<file path="src/logic/glay_pkg.sv">
package glay_pkg;

  // ----------------------------------------------------------
  // Address and vertex widths
  // ----------------------------------------------------------

  // Byte address on the read address channel
  localparam int addr_bits = 64;

  // Vertex index carried by one request
  localparam int vertex_bits = 32;

  // One 64-byte line per vertex
  localparam int vertex_shift = 6;

  // ----------------------------------------------------------
  // Request sources
  // ----------------------------------------------------------

  localparam int num_sources = 2;

  // Source id, also driven onto arid
  localparam int src_bits = 1;

  // ----------------------------------------------------------
  // Request FIFO
  // ----------------------------------------------------------

  localparam int fifo_depth = 8;
  localparam int fifo_ptr_bits = 3;

  // Busy window right after reset, no writes accepted
  localparam int fifo_reset_busy_cycles = 16;

  // ----------------------------------------------------------
  // Run timer
  // ----------------------------------------------------------

  // Done once the timer goes past this count
  localparam int done_timeout_cycles = 2000;
  localparam int timer_bits = 12;

  // ----------------------------------------------------------
  // Types
  // ----------------------------------------------------------

  // Granted request, tagged with its source
  typedef struct packed {
    logic [src_bits-1:0]    src;
    logic [vertex_bits-1:0] vertex;
  } glay_req_t;

  // Controller states
  typedef enum logic [1:0] {
    state_setup = 2'd0,
    state_idle  = 2'd1,
    state_busy  = 2'd2,
    state_done  = 2'd3
  } ctrl_state_t;

endpackage : glay_pkg

</file>
<file path="src/logic/glay_control_regs.sv">
module glay_control_regs (
  input  logic                           ap_clk,
  input  logic                           m_axi_areset,
  // From the host
  input  logic                           glay_start,
  input  logic                           glay_continue,
  input  logic                           descriptor_valid,
  input  logic [glay_pkg::addr_bits-1:0] descriptor_base,
  // From the controller
  input  logic                           ctrl_ready,
  input  logic                           ctrl_idle,
  input  logic                           ctrl_done,
  // To the host
  output logic                           glay_ready,
  output logic                           glay_idle,
  output logic                           glay_done,
  // To the controller and request FIFO
  output logic                           start_reg,
  output logic                           continue_reg,
  output logic                           desc_valid_reg,
  output logic [glay_pkg::addr_bits-1:0] desc_base_reg
);

  // ----------------------------------------------------------
  // Inbound control and descriptor valid
  // ----------------------------------------------------------

  always_ff @(posedge ap_clk) begin
    if (m_axi_areset) begin
      start_reg      <= 1'b0;
      continue_reg   <= 1'b0;
      desc_valid_reg <= 1'b0;
    end else begin
      start_reg      <= glay_start;
      continue_reg   <= glay_continue;
      desc_valid_reg <= descriptor_valid;
    end
  end

  // Graph base address
  // Follows the host while the descriptor is valid, then holds
  always_ff @(posedge ap_clk) begin
    if (descriptor_valid) begin
      desc_base_reg <= descriptor_base;
    end
  end

  // ----------------------------------------------------------
  // Outbound status
  // ----------------------------------------------------------

  // Unit reports idle straight out of reset
  always_ff @(posedge ap_clk) begin
    if (m_axi_areset) begin
      glay_ready <= 1'b0;
      glay_idle  <= 1'b1;
      glay_done  <= 1'b0;
    end else begin
      glay_ready <= ctrl_ready;
      glay_idle  <= ctrl_idle;
      glay_done  <= ctrl_done;
    end
  end

endmodule : glay_control_regs

</file>
<file path="src/logic/glay_kernel_control.sv">
module glay_kernel_control (
  input  logic ap_clk,
  input  logic m_axi_areset,
  // Registered control chain
  input  logic start_reg,
  input  logic continue_reg,
  input  logic desc_valid_reg,
  // FIFO still coming out of reset
  input  logic fifo_rst_busy,
  // Status toward the boundary registers
  output logic ctrl_ready,
  output logic ctrl_idle,
  output logic ctrl_done,
  // Run indication for the arbiter
  output logic busy
);

  glay_pkg::ctrl_state_t state;
  glay_pkg::ctrl_state_t state_next;

  logic [glay_pkg::timer_bits-1:0] run_timer;

  // Busy flag one cycle back, held high by reset
  logic rst_busy_prev;
  logic setup_clear;
  logic start_accept;
  logic timer_expired;

  // Setup ends once busy has been low for a full cycle
  assign setup_clear = ~fifo_rst_busy & ~rst_busy_prev;

  // Start only counts with a valid descriptor
  assign start_accept = (state == glay_pkg::state_idle) & start_reg & desc_valid_reg;

  assign timer_expired =
    run_timer > glay_pkg::done_timeout_cycles[glay_pkg::timer_bits-1:0];

  always_ff @(posedge ap_clk) begin
    if (m_axi_areset) begin
      rst_busy_prev <= 1'b1;
    end else begin
      rst_busy_prev <= fifo_rst_busy;
    end
  end

  // ----------------------------------------------------------
  // State machine
  // ----------------------------------------------------------

  always_ff @(posedge ap_clk) begin
    if (m_axi_areset) begin
      state <= glay_pkg::state_setup;
    end else begin
      state <= state_next;
    end
  end

  always_comb begin
    state_next = state;
    case (state)
      // Start ignored here
      glay_pkg::state_setup: if (setup_clear) state_next = glay_pkg::state_idle;
      glay_pkg::state_idle:  if (start_accept) state_next = glay_pkg::state_busy;
      glay_pkg::state_busy:  if (timer_expired) state_next = glay_pkg::state_done;
      // Done holds until the host continues
      glay_pkg::state_done:  if (continue_reg) state_next = glay_pkg::state_idle;
      default:               state_next = glay_pkg::state_setup;
    endcase
  end

  // ----------------------------------------------------------
  // Run timer
  // ----------------------------------------------------------

  // Counts busy cycles under a valid descriptor, restarts otherwise
  always_ff @(posedge ap_clk) begin
    if (m_axi_areset) begin
      run_timer <= '0;
    end else if ((state != glay_pkg::state_busy) || !desc_valid_reg) begin
      run_timer <= '0;
    end else begin
      run_timer <= run_timer + 1'b1;
    end
  end

  // One-cycle ready pulse, lines up with the move to busy
  always_ff @(posedge ap_clk) begin
    if (m_axi_areset) begin
      ctrl_ready <= 1'b0;
    end else begin
      ctrl_ready <= start_accept;
    end
  end

  // Setup also reads as idle toward the host
  assign ctrl_idle = (state == glay_pkg::state_setup) | (state == glay_pkg::state_idle);
  assign ctrl_done = (state == glay_pkg::state_done);
  assign busy      = (state == glay_pkg::state_busy);

endmodule : glay_kernel_control

</file>
<file path="src/logic/glay_bus_arbiter.sv">
module glay_bus_arbiter (
  input  logic                             ap_clk,
  input  logic                             m_axi_areset,
  // Busy, FIFO has room and is out of reset
  input  logic                             enable,
  // Held by each source until its grant
  input  logic [glay_pkg::num_sources-1:0] req_valid,
  input  logic [glay_pkg::vertex_bits-1:0] req_vertex_0,
  input  logic [glay_pkg::vertex_bits-1:0] req_vertex_1,
  output logic [glay_pkg::num_sources-1:0] req_grant,
  // Same-cycle write into the request FIFO
  output logic                             grant_valid,
  output glay_pkg::glay_req_t              grant_req
);

  // Source that won the last grant
  logic [glay_pkg::src_bits-1:0] last_winner;
  // Candidate for this cycle
  logic [glay_pkg::src_bits-1:0] pick;

  // ----------------------------------------------------------
  // Round-robin pick
  // ----------------------------------------------------------

  // On a tie the last winner steps aside
  always_comb begin
    if (req_valid[0] && req_valid[1]) begin
      pick = ~last_winner;
    end else if (req_valid[1]) begin
      pick = 1'b1;
    end else begin
      pick = 1'b0;
    end
  end

  // At most one grant per cycle, none while disabled
  always_comb begin
    req_grant = '0;
    if (enable && req_valid[pick]) begin
      req_grant[pick] = 1'b1;
    end
  end

  assign grant_valid = |req_grant;

  // Tag the winner with its source id
  assign grant_req.src    = pick;
  assign grant_req.vertex = pick[0] ? req_vertex_1 : req_vertex_0;

  // ----------------------------------------------------------
  // Last winner
  // ----------------------------------------------------------

  // Starts at source 1 so source 0 takes the first tie
  always_ff @(posedge ap_clk) begin
    if (m_axi_areset) begin
      last_winner <= 1'b1;
    end else if (grant_valid) begin
      last_winner <= pick;
    end
  end

endmodule : glay_bus_arbiter

</file>
<file path="src/logic/glay_req_fifo.sv">
module glay_req_fifo (
  input  logic                           ap_clk,
  input  logic                           m_axi_areset,
  // Write side from the arbiter
  input  logic                           wr_en,
  input  glay_pkg::glay_req_t            wr_req,
  // Graph base from the descriptor
  input  logic [glay_pkg::addr_bits-1:0] base_addr,
  input  logic                           m_axi_arready,
  output logic                           full,
  output logic                           rst_busy,
  // Read address channel
  output logic                           m_axi_arvalid,
  output logic [glay_pkg::addr_bits-1:0] m_axi_araddr,
  output logic [glay_pkg::src_bits-1:0]  m_axi_arid
);

  // Entry storage
  glay_pkg::glay_req_t mem [glay_pkg::fifo_depth];

  logic [glay_pkg::fifo_ptr_bits-1:0] wr_ptr;
  logic [glay_pkg::fifo_ptr_bits-1:0] rd_ptr;
  logic [glay_pkg::fifo_ptr_bits:0]   count;

  // Reset busy countdown
  logic [$clog2(glay_pkg::fifo_reset_busy_cycles+1)-1:0] busy_cnt;

  logic                wr_fire;
  logic                rd_fire;
  glay_pkg::glay_req_t head;

  // ----------------------------------------------------------
  // Reset busy window
  // ----------------------------------------------------------

  always_ff @(posedge ap_clk) begin
    if (m_axi_areset) begin
      busy_cnt <= glay_pkg::fifo_reset_busy_cycles[$bits(busy_cnt)-1:0];
    end else if (busy_cnt != '0) begin
      busy_cnt <= busy_cnt - 1'b1;
    end
  end

  assign rst_busy = (busy_cnt != '0);

  // ----------------------------------------------------------
  // Storage and pointers
  // ----------------------------------------------------------

  assign full    = (count == glay_pkg::fifo_depth[glay_pkg::fifo_ptr_bits:0]);
  // Writes dropped when full or still in reset busy
  assign wr_fire = wr_en & ~full & ~rst_busy;
  assign rd_fire = m_axi_arvalid & m_axi_arready;

  always_ff @(posedge ap_clk) begin
    if (wr_fire) begin
      mem[wr_ptr] <= wr_req;
    end
  end

  // Pointers wrap on their own at depth 8
  always_ff @(posedge ap_clk) begin
    if (m_axi_areset) begin
      wr_ptr <= '0;
      rd_ptr <= '0;
      count  <= '0;
    end else begin
      if (wr_fire) wr_ptr <= wr_ptr + 1'b1;
      if (rd_fire) rd_ptr <= rd_ptr + 1'b1;
      case ({wr_fire, rd_fire})
        2'b10:   count <= count + 1'b1;
        2'b01:   count <= count - 1'b1;
        default: count <= count;
      endcase
    end
  end

  // ----------------------------------------------------------
  // Read address from the head entry
  // ----------------------------------------------------------

  // Head only moves on a handshake, so address and id hold under stall
  assign head          = mem[rd_ptr];
  assign m_axi_arvalid = (count != '0);
  assign m_axi_araddr  = base_addr +
    ({{(glay_pkg::addr_bits-glay_pkg::vertex_bits){1'b0}}, head.vertex}
     << glay_pkg::vertex_shift);
  assign m_axi_arid    = head.src;

endmodule : glay_req_fifo

</file>
<file path="src/logic/glay_kernel_cu.sv">
module glay_kernel_cu (
  input  logic                                ap_clk,
  input  logic                                m_axi_areset,
  // Control chain
  input  logic                                glay_start,
  input  logic                                glay_continue,
  output logic                                glay_ready,
  output logic                                glay_idle,
  output logic                                glay_done,
  // Descriptor
  input  logic                                descriptor_valid,
  input  logic [glay_pkg::addr_bits-1:0]      descriptor_base,
  // Vertex request sources
  input  logic [glay_pkg::num_sources-1:0]    req_valid,
  input  logic [glay_pkg::vertex_bits-1:0]    req_vertex_0,
  input  logic [glay_pkg::vertex_bits-1:0]    req_vertex_1,
  output logic [glay_pkg::num_sources-1:0]    req_grant,
  // Read address channel
  output logic                                m_axi_arvalid,
  input  logic                                m_axi_arready,
  output logic [glay_pkg::addr_bits-1:0]      m_axi_araddr,
  output logic [glay_pkg::src_bits-1:0]       m_axi_arid
);

  // ----------------------------------------------------------
  // Internal wires
  // ----------------------------------------------------------

  // Registered control chain and descriptor
  logic                           start_reg;
  logic                           continue_reg;
  logic                           desc_valid_reg;
  logic [glay_pkg::addr_bits-1:0] desc_base_reg;

  // Controller outputs, before the boundary registers
  logic ctrl_ready;
  logic ctrl_idle;
  logic ctrl_done;
  logic busy;

  // Arbiter to FIFO
  logic                arb_enable;
  logic                grant_valid;
  glay_pkg::glay_req_t grant_req;

  // FIFO status
  logic fifo_full;
  logic fifo_rst_busy;

  // Grant only while running and the FIFO can take an entry
  assign arb_enable = busy & ~fifo_full & ~fifo_rst_busy;

  // ----------------------------------------------------------
  // Control path
  // ----------------------------------------------------------

  glay_control_regs control_regs_i (
    .ap_clk          (ap_clk),
    .m_axi_areset    (m_axi_areset),
    .glay_start      (glay_start),
    .glay_continue   (glay_continue),
    .descriptor_valid(descriptor_valid),
    .descriptor_base (descriptor_base),
    .ctrl_ready      (ctrl_ready),
    .ctrl_idle       (ctrl_idle),
    .ctrl_done       (ctrl_done),
    .glay_ready      (glay_ready),
    .glay_idle       (glay_idle),
    .glay_done       (glay_done),
    .start_reg       (start_reg),
    .continue_reg    (continue_reg),
    .desc_valid_reg  (desc_valid_reg),
    .desc_base_reg   (desc_base_reg)
  );

  glay_kernel_control kernel_control_i (
    .ap_clk        (ap_clk),
    .m_axi_areset  (m_axi_areset),
    .start_reg     (start_reg),
    .continue_reg  (continue_reg),
    .desc_valid_reg(desc_valid_reg),
    .fifo_rst_busy (fifo_rst_busy),
    .ctrl_ready    (ctrl_ready),
    .ctrl_idle     (ctrl_idle),
    .ctrl_done     (ctrl_done),
    .busy          (busy)
  );

  // ----------------------------------------------------------
  // Request path
  // ----------------------------------------------------------

  glay_bus_arbiter bus_arbiter_i (
    .ap_clk      (ap_clk),
    .m_axi_areset(m_axi_areset),
    .enable      (arb_enable),
    .req_valid   (req_valid),
    .req_vertex_0(req_vertex_0),
    .req_vertex_1(req_vertex_1),
    .req_grant   (req_grant),
    .grant_valid (grant_valid),
    .grant_req   (grant_req)
  );

  glay_req_fifo req_fifo_i (
    .ap_clk       (ap_clk),
    .m_axi_areset (m_axi_areset),
    .wr_en        (grant_valid),
    .wr_req       (grant_req),
    .base_addr    (desc_base_reg),
    .m_axi_arready(m_axi_arready),
    .full         (fifo_full),
    .rst_busy     (fifo_rst_busy),
    .m_axi_arvalid(m_axi_arvalid),
    .m_axi_araddr (m_axi_araddr),
    .m_axi_arid   (m_axi_arid)
  );

endmodule : glay_kernel_cu

</file>
<file path="config.mk">
export PLATFORM = sky130hd
export DESIGN_NAME = glay_kernel_cu
export DESIGN_NICKNAME = d
export VERILOG_FILES = /design/src/logic/glay_pkg.sv /design/src/logic/glay_control_regs.sv /design/src/logic/glay_kernel_control.sv /design/src/logic/glay_bus_arbiter.sv /design/src/logic/glay_req_fifo.sv /design/src/logic/glay_kernel_cu.sv
export SDC_FILE = /design/constraint.sdc
export NUM_CORES = 1
export LEC_CHECK = 0
export BUFFER_PORTS_ARGS = -buffer_cell sky130_fd_sc_hd__buf_2
export CAP_MARGIN = 20
export CELL_PAD_IN_SITES_DETAIL_PLACEMENT = 1
export CELL_PAD_IN_SITES_GLOBAL_PLACEMENT = 2
export CORE_MARGIN = 4
export CORE_UTILIZATION = 38
export CTS_BUF_LIST = sky130_fd_sc_hd__clkbuf_8 sky130_fd_sc_hd__clkbuf_16
export DETAILED_ROUTE_END_ITERATION = 10
export PLACE_DENSITY_LB_ADDON = 0.1
export SETUP_SLACK_MARGIN = 0.3
export SYNTH_ARGS = -nofsm -noshare
export SYNTH_HDL_FRONTEND = slang
export SYNTH_SLANG_ARGS = --single-unit
</file>
<file path="constraint.sdc">
create_clock -name ap_clk -period 5.6 [get_ports ap_clk]
set_clock_uncertainty 0.1 [all_clocks]
set_input_delay 1.12 -clock ap_clk [delete_from_list [all_inputs] [get_ports ap_clk]]
set_output_delay 1.12 -clock ap_clk [all_outputs]
set_load 0.005 [all_outputs]
</file>
==> metrics.log <==
[metrics] mux cell area share after synthesis: 0.137
[metrics] post-synthesis compound-gate area fraction: 0.0452
[metrics] Post-Route M1 WL: roughly 19000 um
[metrics] number of pins with negative max-slew slack in the final report: 0
[metrics] number of standard cells in the final layout excluding fillers: around 1.9k
[metrics] most prevalent standard cell on the critical path: o2111ai_4
[metrics] fraction of power consumed by sequential logic: 0.472
[metrics] Async SR Flop Fraction: 0
[metrics] total non-filler cell area in the finished layout: between 20000 and 25000 um^2
[metrics] detailed-route wire length: 41800 um
[metrics] post-detailed-route count of antenna-violating nets: 0
[metrics] Mapped Area: around 16000 um^2
[metrics] final number of hold-violating endpoints: 0
[metrics] post-layout utilization of the core: 0.494
[metrics] Setup crit end kind: primary output
[metrics] reported leakage power: between 0.007 and 0.008 uW
[metrics] total of warnings raised by yosys: 0
[metrics] slowest stage cell, crit path: mux4_2
[metrics] cell row count: 75
[metrics] setup repair after global routing missed its margin: true
[metrics] Detail Placement HPWL: 26500 um
[metrics] DR top layer: met4
[metrics] headroom to the max-slew limit: 0.320
[metrics] area of the core: 42200 um^2
[metrics] ratio of final minimum period to clock period: 0.976
[metrics] source-to-sink clock delay at the later pin of the worst-skew pair: roughly 0.56 ns
[metrics] number of flip-flops in the largest register: 264
[metrics] type of element launching the critical path: register
[metrics] Avg WL per Cell: 22.3 um
[metrics] die boundary width: ~220 um
[metrics] global router's overall resource usage: 0.180
[metrics] maximum number of pins on one net before global-route repair: 66
[metrics] Fillers: between 4k and 5k
[metrics] DRC viols: 0
[metrics] area fraction in and, or, nand and nor cells after synthesis: 0.0696
[metrics] chain of cells forming the critical path: buf_4, mux4_2, mux2_4, ha_4, inv_2, fa_2, and2b_2, o2111ai_4, a21boi_4, o2111ai_4, a221oi_4, buf_6, buf_12, a31oi_4, nand3b_1, xnor2_1, buf_2
[metrics] met3 WL post-DR: ~1900 um
[metrics] combinational fraction of design power: 0.092
[metrics] Data required, critical path: 4.38 ns
[metrics] weighted congestion at the end of routability-driven global placement: about 0.76
[metrics] number of buffers created by CTS: 42
[metrics] dominant combinational cell family by area after synthesis: multiplexers
[metrics] result of the run: completed
[metrics] Synth Area in XOR/XNOR: 0.0402
[metrics] worst min path class: register to register
[metrics] wire length of the first global-routing pass: roughly 64000 um
[metrics] MaxCap Viol Count: 0
[metrics] routed vias: 9766
[metrics] Worst Path Buf+Inv: 5
[metrics] flip-flop and latch count after synthesis: ~370
[metrics] overflow left after global routing: 0
[metrics] initial antenna violation count: 1
[metrics] Total Power Consumption: between 6000 and 7000 uW
[metrics] first-iteration detailed-routing DRC count: 537
[metrics] cell chosen for the clock root: clkbuf_16
[metrics] Main synth FF type: edfxtp_1
[metrics] die area: about 46000 um^2
[metrics] area growth from synthesis to layout: 27.6%
[metrics] worst slew pin tran: slightly above 1 ns
[metrics] share of the yosys chip area belonging to registers: 0.653
[metrics] highest fanout seen on the critical path: 5
[metrics] standard cell area after detailed placement: 18200 um^2
[metrics] first-pass detailed-route iteration total: 5
[metrics] drt via density: between 5 and 6
[metrics] Worst Setup Path Type: register to primary output
[metrics] placed instance count: approximately 1.8k
[metrics] met2 layer wire length in the routed design: 20700 um
[metrics] Avg Inst Size Synth: 16.0 um^2
[metrics] Top delay family on crit path: compound AO/OA/AOI/OAI gates
[metrics] total setup violations reported at the end of the flow: 0
[metrics] leading cell type in the layout, fill and taps excluded: edfxtp_1
[metrics] number of diodes added for antenna fixing: 0
[metrics] critical path arrival: between 4 and 5 ns
[metrics] clock-pin slew of the registers on the worst-case setup and hold paths: ~0.060 ns
[metrics] Syn Nets: 1206
[metrics] commonest non-fill, non-tap cells in the layout: edfxtp_1 (328), buf_2 (205), mux4_2 (66)
[metrics] delay contributed by the slowest stage of the critical path: ~0.5 ns
[metrics] vias in the first global route: 10.7k
[metrics] switch share: 0.230
[metrics] number of unique standard cell types used by synthesis: between 60 and 70
[metrics] Hold Worst Slack: 0.363 ns
[metrics] Vert. Die Dim: approximately 220 um
[metrics] clock period minus final worst setup slack: 5.47 ns
[metrics] Cell Int Power: roughly 5100 uW
[metrics] port buffer count: 206
[metrics] Starting Density: 0.387
[metrics] number of top-level pins: 207
[metrics] count of H-tree levels built during CTS: 2
[metrics] maximum clock frequency: 0.183 GHz
[metrics] Adder-Cell Fraction of Synth Area: 0.0364
[metrics] EDFF count, synth: between 300 and 400
[metrics] total power divided by cell area: ~320 nW/um^2
[metrics] clock tree from TritonCTS: yes
[metrics] Worst IR Drop VDD: about 0.18 mV
[metrics] Net Switching: between 1500 and 2000 uW
[metrics] Net count, final: around 1.5k
[metrics] clock share of power: 0.436
[metrics] Post-Synthesis Cells: between 1k and 1.5k
[metrics] Num Clock Sinks: around 370
[metrics] layout cell share with drive strength beyond 1: 0.438
[metrics] buffer depth of the longest clock path: 3
-- what timing repair did --
action / 4_1_cts / 5_1_grt
pin swaps: 40 / 16
endpoints found under the setup margin: 41 / 41
resized for setup: 120 / 16
setup buffers: 27 / 6
gates cloned: 8 / 0
hold buffers: 0 / 0
-- logic make-up after synthesis --
group | after synthesis
AO/OA/AOI/OAI | 111
adder cells (fa/ha/maj) | 47
XOR/XNOR | 75
buffers and inverters | 70
AND/OR/NAND/NOR | 218
flip-flops | 369
multiplexers | 133
-- layer usage --
| metal | vias to the layer above | global-route usage |
|---|---|---|
| li1 | 4528 | - |
| met1 | 4963 | 0.243 |
| met2 | 223 | 0.304 |
| met3 | 52 | 0.0370 |
| met4 | 0 | 0.0421 |
| met5 | - | 0 |
-- synthesized netlist by cell type (15+ instances only) --
cell      instances  share of area
edfxtp_1        328           0.60
mux4_2           66          0.091
mux2_2           64          0.044
nor2_1           53          0.012
nand2_1          48          0.011
ha_1             46          0.035
dfxtp_1          41          0.050
xnor2_1          41          0.022
xor2_1           34          0.018
a21oi_1          33          0.010
clkbuf_1         22         0.0051
nand3_1          20         0.0061
o21ai_0          20         0.0061
inv_1            19         0.0044
a21o_1           17         0.0078
and3_1           17         0.0065
nand4_1          15         0.0057
-- power groups by stage --
stage,registers (uW),clock network (uW),logic (uW)
floorplan,3160,0,302
global placement,3170,0,523
CTS,3120,2970,606
finish,3120,2890,611
detailed placement,3180,0,530
global route,3130,3090,674
-- path summary, 6_finish.rpt --
check,from,to,slack (ns),depth (start not counted)
min,kernel_control_i.ctrl_ready$_SDFF_PP0_,control_regs_i.glay_ready$_SDFF_PP0_,0.36,1
max,register,m_axi_araddr[62],0.13,17
min reg2reg,kernel_control_i.ctrl_ready$_SDFF_PP0_,control_regs_i.glay_ready$_SDFF_PP0_,0.36,1
max reg2reg,req_fifo_i.busy_cnt[0]$_SDFFE_PP0P_,req_fifo_i.mem[7][2]$_DFFE_PP_,2.10,9
-- worst register-to-register path, stage by stage, from the launching register on --
cell	delay [ns]
dfxtp_1	0.31
inv_1	0.10
ha_1	0.22
nor4b_2	0.55
o2111ai_1	0.21
buf_4	0.23
inv_2	0.09
nand2_1	0.17
nor2_4	0.84
buf_4	0.37
-- cell type report --
class	count	area, um^2	area share
Inverter	20	75.1	0.00360
Multi-Input combinational cell	586	6060	0.291
Clock buffer	43	1080	0.0516
Timing Repair Buffer	282	1900	0.0911
Sequential cell	369	10700	0.512
Tap cell	539	674	0.0323
Clock inverter	34	397	0.0190
-- per-stage QoR --
stage,TNS (ns),setup WS (ns)
floorplan,-6.63,-0.108
global placement,0,0.108
detailed placement,0,0.0450
CTS,0,0.0834
global route,-0.332,-0.0636
finish,0,0.132
(Power assumes the default switching activity.)
